### src/io_bridge_pkg.sv
`default_nettype none

package io_bridge_pkg;

  // Command address and data word
  localparam int IO_ADDR_WIDTH = 28;
  localparam int IO_DATA_WIDTH = 32;

  // Device select field inside the address
  localparam int IO_DEV_LSB   = 20;
  localparam int IO_DEV_WIDTH = 4;

  // Only this device code goes to the manycore target
  localparam logic [IO_DEV_WIDTH-1:0] IO_DEV_MC = 4'h2;

  // Default entries per queue
  localparam int IO_FIFO_DEPTH = 4;

  typedef enum logic [1:0]
  {
    e_io_op_read  = 2'b00
    , e_io_op_write = 2'b01
    , e_io_op_error = 2'b10
  } io_op_e;

  typedef struct packed
  {
    io_op_e                   op;
    logic [IO_ADDR_WIDTH-1:0] addr;
    logic [IO_DATA_WIDTH-1:0] data;
  } io_cmd_t;

  // Command layout under a distinct type
  typedef struct packed
  {
    io_op_e                   op;
    logic [IO_ADDR_WIDTH-1:0] addr;
    logic [IO_DATA_WIDTH-1:0] data;
  } io_resp_t;

endpackage

`default_nettype wire

### src/io_fifo.sv
`timescale 1ns/1ps
`default_nettype none

module io_fifo
  import io_bridge_pkg::*;
  #(parameter type payload_t = io_cmd_t
    , parameter int depth_p  = IO_FIFO_DEPTH
    )
  (input  logic       clk_i
   , input  logic     rst_i

   , input  payload_t enq_i
   , input  logic     enq_v_i
   , output logic     enq_ready_o

   , output payload_t deq_o
   , output logic     deq_v_o
   , input  logic     deq_yumi_i
   );

  typedef logic [$clog2(depth_p)-1:0]   ptr_t;
  typedef logic [$clog2(depth_p+1)-1:0] cnt_t;

  payload_t mem_r [depth_p];
  ptr_t     rd_ptr_r;
  ptr_t     wr_ptr_r;
  cnt_t     count_r;
  logic     enq_fire;
  logic     deq_fire;

  assign enq_ready_o = (count_r != cnt_t'(depth_p));
  assign deq_v_o     = (count_r != '0);
  assign enq_fire    = enq_v_i & enq_ready_o;
  assign deq_fire    = deq_yumi_i & deq_v_o;

  // Head comes straight out of the array
  assign deq_o = mem_r[rd_ptr_r];

  always_ff @(posedge clk_i)
  begin
    if (enq_fire)
      mem_r[wr_ptr_r] <= enq_i;
  end

  always_ff @(posedge clk_i)
  begin
    if (rst_i)
    begin
      rd_ptr_r <= '0;
      wr_ptr_r <= '0;
      count_r  <= '0;
    end
    else
    begin
      if (enq_fire)
        wr_ptr_r <= (wr_ptr_r == ptr_t'(depth_p - 1)) ? '0 : wr_ptr_r + 1'b1;
      if (deq_fire)
        rd_ptr_r <= (rd_ptr_r == ptr_t'(depth_p - 1)) ? '0 : rd_ptr_r + 1'b1;
      case ({enq_fire, deq_fire})
        2'b10:   count_r <= count_r + 1'b1;
        2'b01:   count_r <= count_r - 1'b1;
        default: count_r <= count_r;
      endcase
    end
  end

  // Entry refused by a full queue stays offered unchanged
  a_no_enq_when_full: assert property (@(posedge clk_i) disable iff (rst_i)
    (enq_v_i && !enq_ready_o) |=> (enq_v_i && $stable(enq_i)));

  a_no_yumi_when_empty: assert property (@(posedge clk_i) disable iff (rst_i)
    deq_yumi_i |-> deq_v_o);

endmodule

`default_nettype wire

### src/io_cmd_steer.sv
`timescale 1ns/1ps
`default_nettype none

module io_cmd_steer
  import io_bridge_pkg::*;
  (input  logic      clk_i
   , input  logic    rst_i

   // Incoming valid/ready command
   , input  io_cmd_t cmd_i
   , input  logic    cmd_v_i
   , output logic    cmd_ready_o

   // Shared payload toward both target queues
   , output io_cmd_t steer_cmd_o
   , output logic    mc_v_o
   , input  logic    mc_ready_i
   , output logic    mmio_v_o
   , input  logic    mmio_ready_i
   );

  io_cmd_t cmd_r;
  logic    cmd_v_r;
  logic    is_mc_r;
  logic    dev_is_mc;
  logic    accept;
  logic    drain;

  // Device field picks the target
  assign dev_is_mc = (cmd_i.addr[IO_DEV_LSB +: IO_DEV_WIDTH] == IO_DEV_MC);

  // Only the addressed queue can stall us
  assign drain       = cmd_v_r & (is_mc_r ? mc_ready_i : mmio_ready_i);
  assign cmd_ready_o = ~cmd_v_r | drain;
  assign accept      = cmd_v_i & cmd_ready_o;

  assign steer_cmd_o = cmd_r;
  assign mc_v_o      = cmd_v_r & is_mc_r;
  assign mmio_v_o    = cmd_v_r & ~is_mc_r;

  always_ff @(posedge clk_i)
  begin
    if (rst_i)
    begin
      cmd_v_r <= 1'b0;
      is_mc_r <= 1'b0;
    end
    else if (accept)
    begin
      cmd_v_r <= 1'b1;
      is_mc_r <= dev_is_mc;
    end
    else if (drain)
    begin
      cmd_v_r <= 1'b0;
    end
  end

  always_ff @(posedge clk_i)
  begin
    if (accept)
      cmd_r <= cmd_i;
  end

  a_one_target: assert property (@(posedge clk_i) disable iff (rst_i)
    $onehot0({mc_v_o, mmio_v_o}));

endmodule

`default_nettype wire

### src/io_resp_merge.sv
`timescale 1ns/1ps
`default_nettype none

module io_resp_merge
  import io_bridge_pkg::*;
  (input  logic       clk_i
   , input  logic     rst_i

   , input  io_resp_t mc_resp_i
   , input  logic     mc_resp_v_i
   , output logic     mc_resp_yumi_o

   , input  io_resp_t mmio_resp_i
   , input  logic     mmio_resp_v_i
   , output logic     mmio_resp_yumi_o

   , output io_resp_t merged_o
   , output logic     merged_v_o
   , input  logic     merged_ready_i
   );

  io_resp_t merged_r;
  logic     merged_v_r;
  logic     load_en;
  logic     take_mmio;
  logic     take_mc;

  // Register is free when empty or handing off this edge
  assign load_en = ~merged_v_r | merged_ready_i;

  // MMIO wins a tie
  assign take_mmio = load_en & mmio_resp_v_i;
  assign take_mc   = load_en & ~mmio_resp_v_i & mc_resp_v_i;

  assign mmio_resp_yumi_o = take_mmio;
  assign mc_resp_yumi_o   = take_mc;

  assign merged_o   = merged_r;
  assign merged_v_o = merged_v_r;

  always_ff @(posedge clk_i)
  begin
    if (rst_i)
      merged_v_r <= 1'b0;
    else if (load_en)
      merged_v_r <= take_mmio | take_mc;
  end

  always_ff @(posedge clk_i)
  begin
    if (take_mmio)
      merged_r <= mmio_resp_i;
    else if (take_mc)
      merged_r <= mc_resp_i;
  end

  a_one_yumi: assert property (@(posedge clk_i) disable iff (rst_i)
    !(mc_resp_yumi_o && mmio_resp_yumi_o));

  // Losing manycore response stays offered until served
  a_mc_resp_held: assert property (@(posedge clk_i) disable iff (rst_i)
    (mc_resp_v_i && !mc_resp_yumi_o) |=> (mc_resp_v_i && $stable(mc_resp_i)));

endmodule

`default_nettype wire

### src/io_bridge_tile.sv
`timescale 1ns/1ps
`default_nettype none

module io_bridge_tile
  import io_bridge_pkg::*;
  (input  logic       clk_i
   , input  logic     rst_i

   , input  io_cmd_t  cmd_i
   , input  logic     cmd_v_i
   , output logic     cmd_ready_o

   , output io_cmd_t  mc_cmd_o
   , output logic     mc_cmd_v_o
   , input  logic     mc_cmd_yumi_i

   , output io_cmd_t  mmio_cmd_o
   , output logic     mmio_cmd_v_o
   , input  logic     mmio_cmd_yumi_i

   , input  io_resp_t mc_resp_i
   , input  logic     mc_resp_v_i
   , output logic     mc_resp_yumi_o

   , input  io_resp_t mmio_resp_i
   , input  logic     mmio_resp_v_i
   , output logic     mmio_resp_yumi_o

   , output io_resp_t resp_o
   , output logic     resp_v_o
   , input  logic     resp_yumi_i
   );

  io_cmd_t  steer_cmd_lo;
  logic     steer_mc_v_lo, mc_fifo_ready_li;
  logic     steer_mmio_v_lo, mmio_fifo_ready_li;
  io_resp_t merged_lo;
  logic     merged_v_lo, resp_fifo_ready_li;

  io_cmd_steer steer
    (.clk_i(clk_i)
     ,.rst_i(rst_i)
     ,.cmd_i(cmd_i)
     ,.cmd_v_i(cmd_v_i)
     ,.cmd_ready_o(cmd_ready_o)
     ,.steer_cmd_o(steer_cmd_lo)
     ,.mc_v_o(steer_mc_v_lo)
     ,.mc_ready_i(mc_fifo_ready_li)
     ,.mmio_v_o(steer_mmio_v_lo)
     ,.mmio_ready_i(mmio_fifo_ready_li)
     );

  io_fifo #(.payload_t(io_cmd_t), .depth_p(IO_FIFO_DEPTH)) mc_cmd_fifo
    (.clk_i(clk_i)
     ,.rst_i(rst_i)
     ,.enq_i(steer_cmd_lo)
     ,.enq_v_i(steer_mc_v_lo)
     ,.enq_ready_o(mc_fifo_ready_li)
     ,.deq_o(mc_cmd_o)
     ,.deq_v_o(mc_cmd_v_o)
     ,.deq_yumi_i(mc_cmd_yumi_i)
     );

  io_fifo #(.payload_t(io_cmd_t), .depth_p(IO_FIFO_DEPTH)) mmio_cmd_fifo
    (.clk_i(clk_i)
     ,.rst_i(rst_i)
     ,.enq_i(steer_cmd_lo)
     ,.enq_v_i(steer_mmio_v_lo)
     ,.enq_ready_o(mmio_fifo_ready_li)
     ,.deq_o(mmio_cmd_o)
     ,.deq_v_o(mmio_cmd_v_o)
     ,.deq_yumi_i(mmio_cmd_yumi_i)
     );

  io_resp_merge merge
    (.clk_i(clk_i)
     ,.rst_i(rst_i)
     ,.mc_resp_i(mc_resp_i)
     ,.mc_resp_v_i(mc_resp_v_i)
     ,.mc_resp_yumi_o(mc_resp_yumi_o)
     ,.mmio_resp_i(mmio_resp_i)
     ,.mmio_resp_v_i(mmio_resp_v_i)
     ,.mmio_resp_yumi_o(mmio_resp_yumi_o)
     ,.merged_o(merged_lo)
     ,.merged_v_o(merged_v_lo)
     ,.merged_ready_i(resp_fifo_ready_li)
     );

  io_fifo #(.payload_t(io_resp_t), .depth_p(IO_FIFO_DEPTH)) resp_fifo
    (.clk_i(clk_i)
     ,.rst_i(rst_i)
     ,.enq_i(merged_lo)
     ,.enq_v_i(merged_v_lo)
     ,.enq_ready_o(resp_fifo_ready_li)
     ,.deq_o(resp_o)
     ,.deq_v_o(resp_v_o)
     ,.deq_yumi_i(resp_yumi_i)
     );

endmodule

`default_nettype wire

### config.mk
export PLATFORM = sky130hd
export DESIGN_NAME = io_bridge_tile
export DESIGN_NICKNAME = d
export VERILOG_FILES = /design/src/io_bridge_pkg.sv /design/src/io_fifo.sv /design/src/io_cmd_steer.sv /design/src/io_resp_merge.sv /design/src/io_bridge_tile.sv
export SDC_FILE = /design/constraint.sdc
export NUM_CORES = 1
export LEC_CHECK = 0
export BUFFER_PORTS_ARGS = -buffer_cell sky130_fd_sc_hd__buf_2
export CAP_MARGIN = 20
export CORE_ASPECT_RATIO = 2
export CORE_MARGIN = 4
export CORE_UTILIZATION = 40
export CTS_CLUSTER_DIAMETER = 100
export CTS_CLUSTER_SIZE = 20
export DETAILED_ROUTE_END_ITERATION = 16
export MAX_ROUTING_LAYER = met4
export PLACE_DENSITY_LB_ADDON = 0.05
export SYNTH_ARGS = -nofsm -noshare
export SYNTH_HDL_FRONTEND = slang
export SYNTH_SLANG_ARGS = --single-unit
### constraint.sdc
create_clock -name clk_i -period 5 [get_ports clk_i]
set_clock_uncertainty 0.2 [all_clocks]
set_input_delay 0.25 -clock clk_i [delete_from_list [all_inputs] [get_ports clk_i]]
set_output_delay 0.25 -clock clk_i [all_outputs]
set_load 0.005 [all_outputs]
== After elaboration in Yosys (flattened, before gate mapping) ==
Memories as Yosys holds them, arrays and structs flattened. A register that Yosys moved wholly into a read port is not among the register bits.
Index checks and enable logic that the tools add are counted.
Word-level totals
  register bits: 148
  latch bits: 0
  RAM bits: 744
  bits in read-only memories: 0
  input port bits: 194
  output and inout bits: 192
  logic and storage cells: 103
  memories kept: 3
Memory list
  mc_cmd_fifo.mem_r: depth 4, width 62, read ports 1, clocked after Yosys merged registers in 1, write ports 1, RTL line io_fifo.sv:24  | payload_t mem_r [depth_p];
  mmio_cmd_fifo.mem_r: depth 4, width 62, read ports 1, clocked after Yosys merged registers in 1, write ports 1, RTL line io_fifo.sv:24
  resp_fifo.mem_r: depth 4, width 62, read ports 1, clocked after Yosys merged registers in 1, write ports 1, RTL line io_fifo.sv:24
Operators by class
  add/subtract/negate cells: 12
  multipliers: 0
  divide/modulo/power cells: 0
  order comparisons: 0
  eq/ne operators: 16
  shift-type cells: 0
  muxes and demuxes: 26
  bitwise logic cells: 20
  reduce and logical (&&, ||, !) cells: 8
Operator list (number)
  $mux W62: 2
  $mux W2: 12
  $eq A2 B2 Y1 const B: 9
  $pmux W3 S2: 3
  $and A1 B1 Y1: 13
  $add A2 B1 Y2 const B: 6
  $reduce_bool A2 Y1: 5
  $add A3 B1 Y3 const B: 3
  $mux W1: 9
  $ne A3 B3 Y1 const B: 3
  $reduce_bool A3 Y1: 3
  $sub A3 B1 Y3 const B: 3
  $eq A2 B1 Y1 const B: 3
  $eq A4 B2 Y1 const B: 1
  $not A1 Y1: 4
  $or A1 B1 Y1: 3

== Longest topological paths before layout ==
  word-level depth: 6
  mapped depth: 9
  gate-level depth less buffers: 9

== Cells and area by module ==
Synthesis repeated with hierarchy kept, for this count alone.
Unflattened totals
  cells, all modules: 1344
  area total of the unflattened synthesis: 33160.6 um^2
Modules (own cells, without submodules)
  io_fifo: instances 3, cells each 376, area an instance 9419.0 um^2, seq. area each 7627.3 um^2
  io_resp_merge: instances 1, cells each 139, area an instance 2924.1 um^2, seq. area each 1881.8 um^2
  io_cmd_steer: instances 1, cells each 77, area an instance 1979.4 um^2, seq. area each 1901.8 um^2

== Worst setup path before layout ==
OpenSTA, ideal clock, no wires.
  path kind: register to register
  from: register mc_cmd_fifo.count_r[2]
  to: register steer.cmd_r, in the netlist steer.steer_cmd_o[0] (enable)
  setup time: 0.426 ns
  arrival time: 2.325 ns
  required time: 4.374 ns
  path slack: 2.049 ns
  stages on the path, launching flop included: 4
  buffers on the path: 0
  period minus slack after synthesis: 2.951 ns
  cells stage by stage: dfxtp_1 nor3b_2 a22oi_1 and2_1
Between the ends
  word-level cells in the longest chain between the ends: 5
Ends and longest elaborated chain
  start, declared: RTL line io_fifo.sv:27  | cnt_t count_r;
  start signal, assigned: RTL line io_fifo.sv:60  | 2'b10: count_r <= count_r + 1'b1;
  start signal, assigned: RTL line io_fifo.sv:61  | 2'b01: count_r <= count_r - 1'b1;
  start signal, assigned: RTL line io_fifo.sv:62  | default: count_r <= count_r;
  $ne A3 B3 Y1: RTL line io_fifo.sv:31  | assign enq_ready_o = (count_r != cnt_t'(depth_p));
  $mux W1: RTL line io_cmd_steer.sv:33  | assign drain = cmd_v_r & (is_mc_r ? mc_ready_i : mmio_ready_i);
  $and A1 B1 Y1: RTL line io_cmd_steer.sv:33
  $or A1 B1 Y1: RTL line io_cmd_steer.sv:34  | assign cmd_ready_o = ~cmd_v_r | drain;
  net cmd_ready_o: RTL line io_bridge_tile.sv:11  | , output logic cmd_ready_o
  $and A1 B1 Y1: RTL line io_cmd_steer.sv:35  | assign accept = cmd_v_i & cmd_ready_o;
  net steer.accept: RTL line io_cmd_steer.sv:26  | logic accept;
  end signal, assigned: RTL line io_cmd_steer.sv:62  | cmd_r <= cmd_i;
  end, declared: RTL line io_cmd_steer.sv:22  | io_cmd_t cmd_r;
The timed path passes the listed nets, and every way through them passes these cells.
A chain may end at the register's enable or synchronous reset.

==> reports/qor.yml <==
gp_congestion: 0.695
path_clk_slew_ps: 80
rows: 148
cts_resized: 0
placed_area_um2: 36000
grt_first_pass_wirelength_mm: 110
avgSynthCellArea_um2: 24.5
fin_util_pct: 48.3
cp.depth: 3
fin_tns_setup_ps: 0
insertion_delay_ps: 630
stdcell_count: 3015
p_leak_nw: 13.0
syn_area_um2: 32900
routed_wl_mm: 74.2
min_from: "cmd_i[42]"
critical_path.endpoint_type: "output pin"
worst_slack_ps: 1800
antenna_found_initial: 8
cts_tree: "done"
synth_area_leaders: "edfxtp_1, mux4_2, mux2_2, dfxtp_1, ha_1"
synthFlopType: "edfxtp_1"
yosys.area.top_type: "edfxtp_1"
ios: 386
rsz0062_at_grt: "no"
yosysMostFrequentCell: "edfxtp_1"
worstRegToRegCells: 4
powerDensity_nw_per_um2: 390
synthCells: 1345
dp_cells: 2748
worst_slew_pin_slew_ps: 953
htree_levels: 2
overflow: 0
post-route-min-period_ps: 3200
hold_path_depth: 2
wire_per_inst_um: 24.6
slew_viol_final: 0
netSwitchingPower_mw: 3.62
finalCritPeriodShare_pct: 64.0
final_nets: 2160
crit_path_max_fanout: 37
arrival_ps: 2750
grt_max_degree: 65
vias_per_cell: 5.09
synth_top_area_share_pct: 79.2
status: "finished, final reports clean"
clock_sinks: 898
chipWidth_um: 211
dr.pass1.iters: 5
dieArea_um2: 87200
setup_viol: 0
synth_edf_count: 868
cp_top_family: "flip-flops"
post_cts_buffers: 0
power_mw: 15.3
hold_path.class: "in -> reg"
synth_nets: 1560
crit_slowest_cell: "dfxtp_4"
grt_pass1_vias: 16968
track_usage_pct: 17.4
hold_viol_final: 0
worstSetupStartpointType: "register"
max_slew_margin_pct: 36.4
ys_seq_area_share_pct: 81.1
r2r_start: "merge.merged_v_o"
ir_worst_vdd_mv: 0.287
cts_root_buf: "clkbuf_16"
drive_gt1_share_pct: 37.5
drv_cap: 0
pwr-share-seq_pct: 59.0
areaGrowthSynthToFinish_pct: 19.6
drcViolationCount: 0
async_reset_ff_share_pct: 0
clkPwrFrac_pct: 26.8
drt_iter0_markers: 935
yosysWarnings: 0
place_ws_ps: 2180
swShare_pct: 23.6
yosysUniqueCellTypes: 40
clockBufferDepth: 3
post-dp-hpwl_mm: 46.4
die_height_um: 414
ys_seq_elements: 898
vias: 15356
path_class: "reg -> out"
cp.required_ps: 4550
p_int_mw: 11.7
coreArea_um2: 81500
start_util_pct: 40.4
max_freq_mhz: 313
synthTopCellsByCount: "edfxtp_1, mux4_2, mux2_2"
fin_area_um2: 39300
numCtsBuffers: 50
critPathBufInv: 2
hold_slack_ps: 131
cp_slowest_stage_delay_ps: 880
p_comb_share_pct: 14.2
worstPathCellList: "buf_4 -> mux4_2 -> buf_2"
ant_nets: 0
fillers: 6765
io_buffers: 385
worst register-to-register path: stages (launching register included):
cell and delay (ps):
dfxtp_1 540, nand4bb_4 190, nand2_4 590, mux2_2 520, dlygate4sd3_1 580
layout make-up:
class / instances / area [µm²] / share of cell area [%]
Inverter: 22 / 82.6 / 0.210
Tap cell: 1050 / 1310 / 3.34
Clock inverter: 2 / 12.5 / 0.0318
Antenna cell: 9 / 22.5 / 0.0572
Multi-Input combinational cell: 372 / 5840 / 14.8
Timing Repair Buffer: 601 / 4070 / 10.4
Sequential cell: 898 / 26700 / 67.8
Clock buffer: 61 / 1310 / 3.34
registers in the layout, summed over array words and instances (netlist names), 3 cells and up, named ones only:
name                   flops
merge.merged_o            62
steer.steer_cmd_o         62
mc_cmd_fifo.mem_r        248
resp_fifo.count_r          3
mmio_cmd_fifo.mem_r      248
mc_cmd_fifo.count_r        3
resp_fifo.mem_r          248
mmio_cmd_fifo.count_r      3
what timing repair did:
item,CTS,global route
hold endpoints to repair,154,0
endpoints found under the setup margin,0,0
hold buffers,195,0
power groups by stage:
stage | Combinational, mW | Sequential (mW) | Clock (mW)
floorplan | 1.32 | 9.02 | 0
global placement | 2.09 | 9.21 | 0
detailed placement | 2.10 | 9.24 | 0
CTS | 2.27 | 9.07 | 4.30
global route | 2.40 | 9.12 | 4.58
finish | 2.18 | 9.05 | 4.11
path summary, 6_finish.rpt:
| path | end | slack (ps) |
|---|---|---|
| worst max register to register | merge.merged_o[10] | 2120 |
| worst min register to register | resp_fifo.mem_r[2][26] | 280 |
| worst min-delay path | steer.steer_cmd_o[42] | 130 |
| worst max-delay path | mc_cmd_o[13] | 1800 |
logic make-up (layout without fill, tap and decap cells):
kind of cell / after synthesis / after routing / share of synthesized area (%)
AO/OA/AOI/OAI: 32 / 32 / 0.574
XOR/XNOR: 6 / 6 / 0.160
adder cells (fa/ha/maj): 21 / 21 / 0.867
buffers and inverters: 75 / 686 / 1.25
flip-flops: 898 / 898 / 81.1
multiplexers: 251 / 251 / 14.9
other: 0 / 9 / 0
AND/OR/NAND/NOR: 62 / 62 / 1.14
layout by cell type (no fill, tap or decap), drive strengths merged, types with 8 or more instances in the layout:
| cell | count |
|---|---|
| a21oi | 17 |
| and2 | 10 |
| buf | 406 |
| clkbuf | 61 |
| dfxtp | 30 |
| diode | 9 |
| dlygate4sd3 | 195 |
| edfxtp | 868 |
| ha | 18 |
| inv | 23 |
| mux2 | 62 |
| mux4 | 186 |
| nand2 | 8 |
| nor2 | 17 |
| or3 | 9 |
routing by layer:
layer  routed length, µm  track usage (%)  vias up
met3                5460             4.67       83
met5                   0                -        -
li1                    -                -     6781
met2               38600             30.1      452
met4                1740             4.32        0
met1               28400             20.4     8040
(Power assumes the default switching activity.)
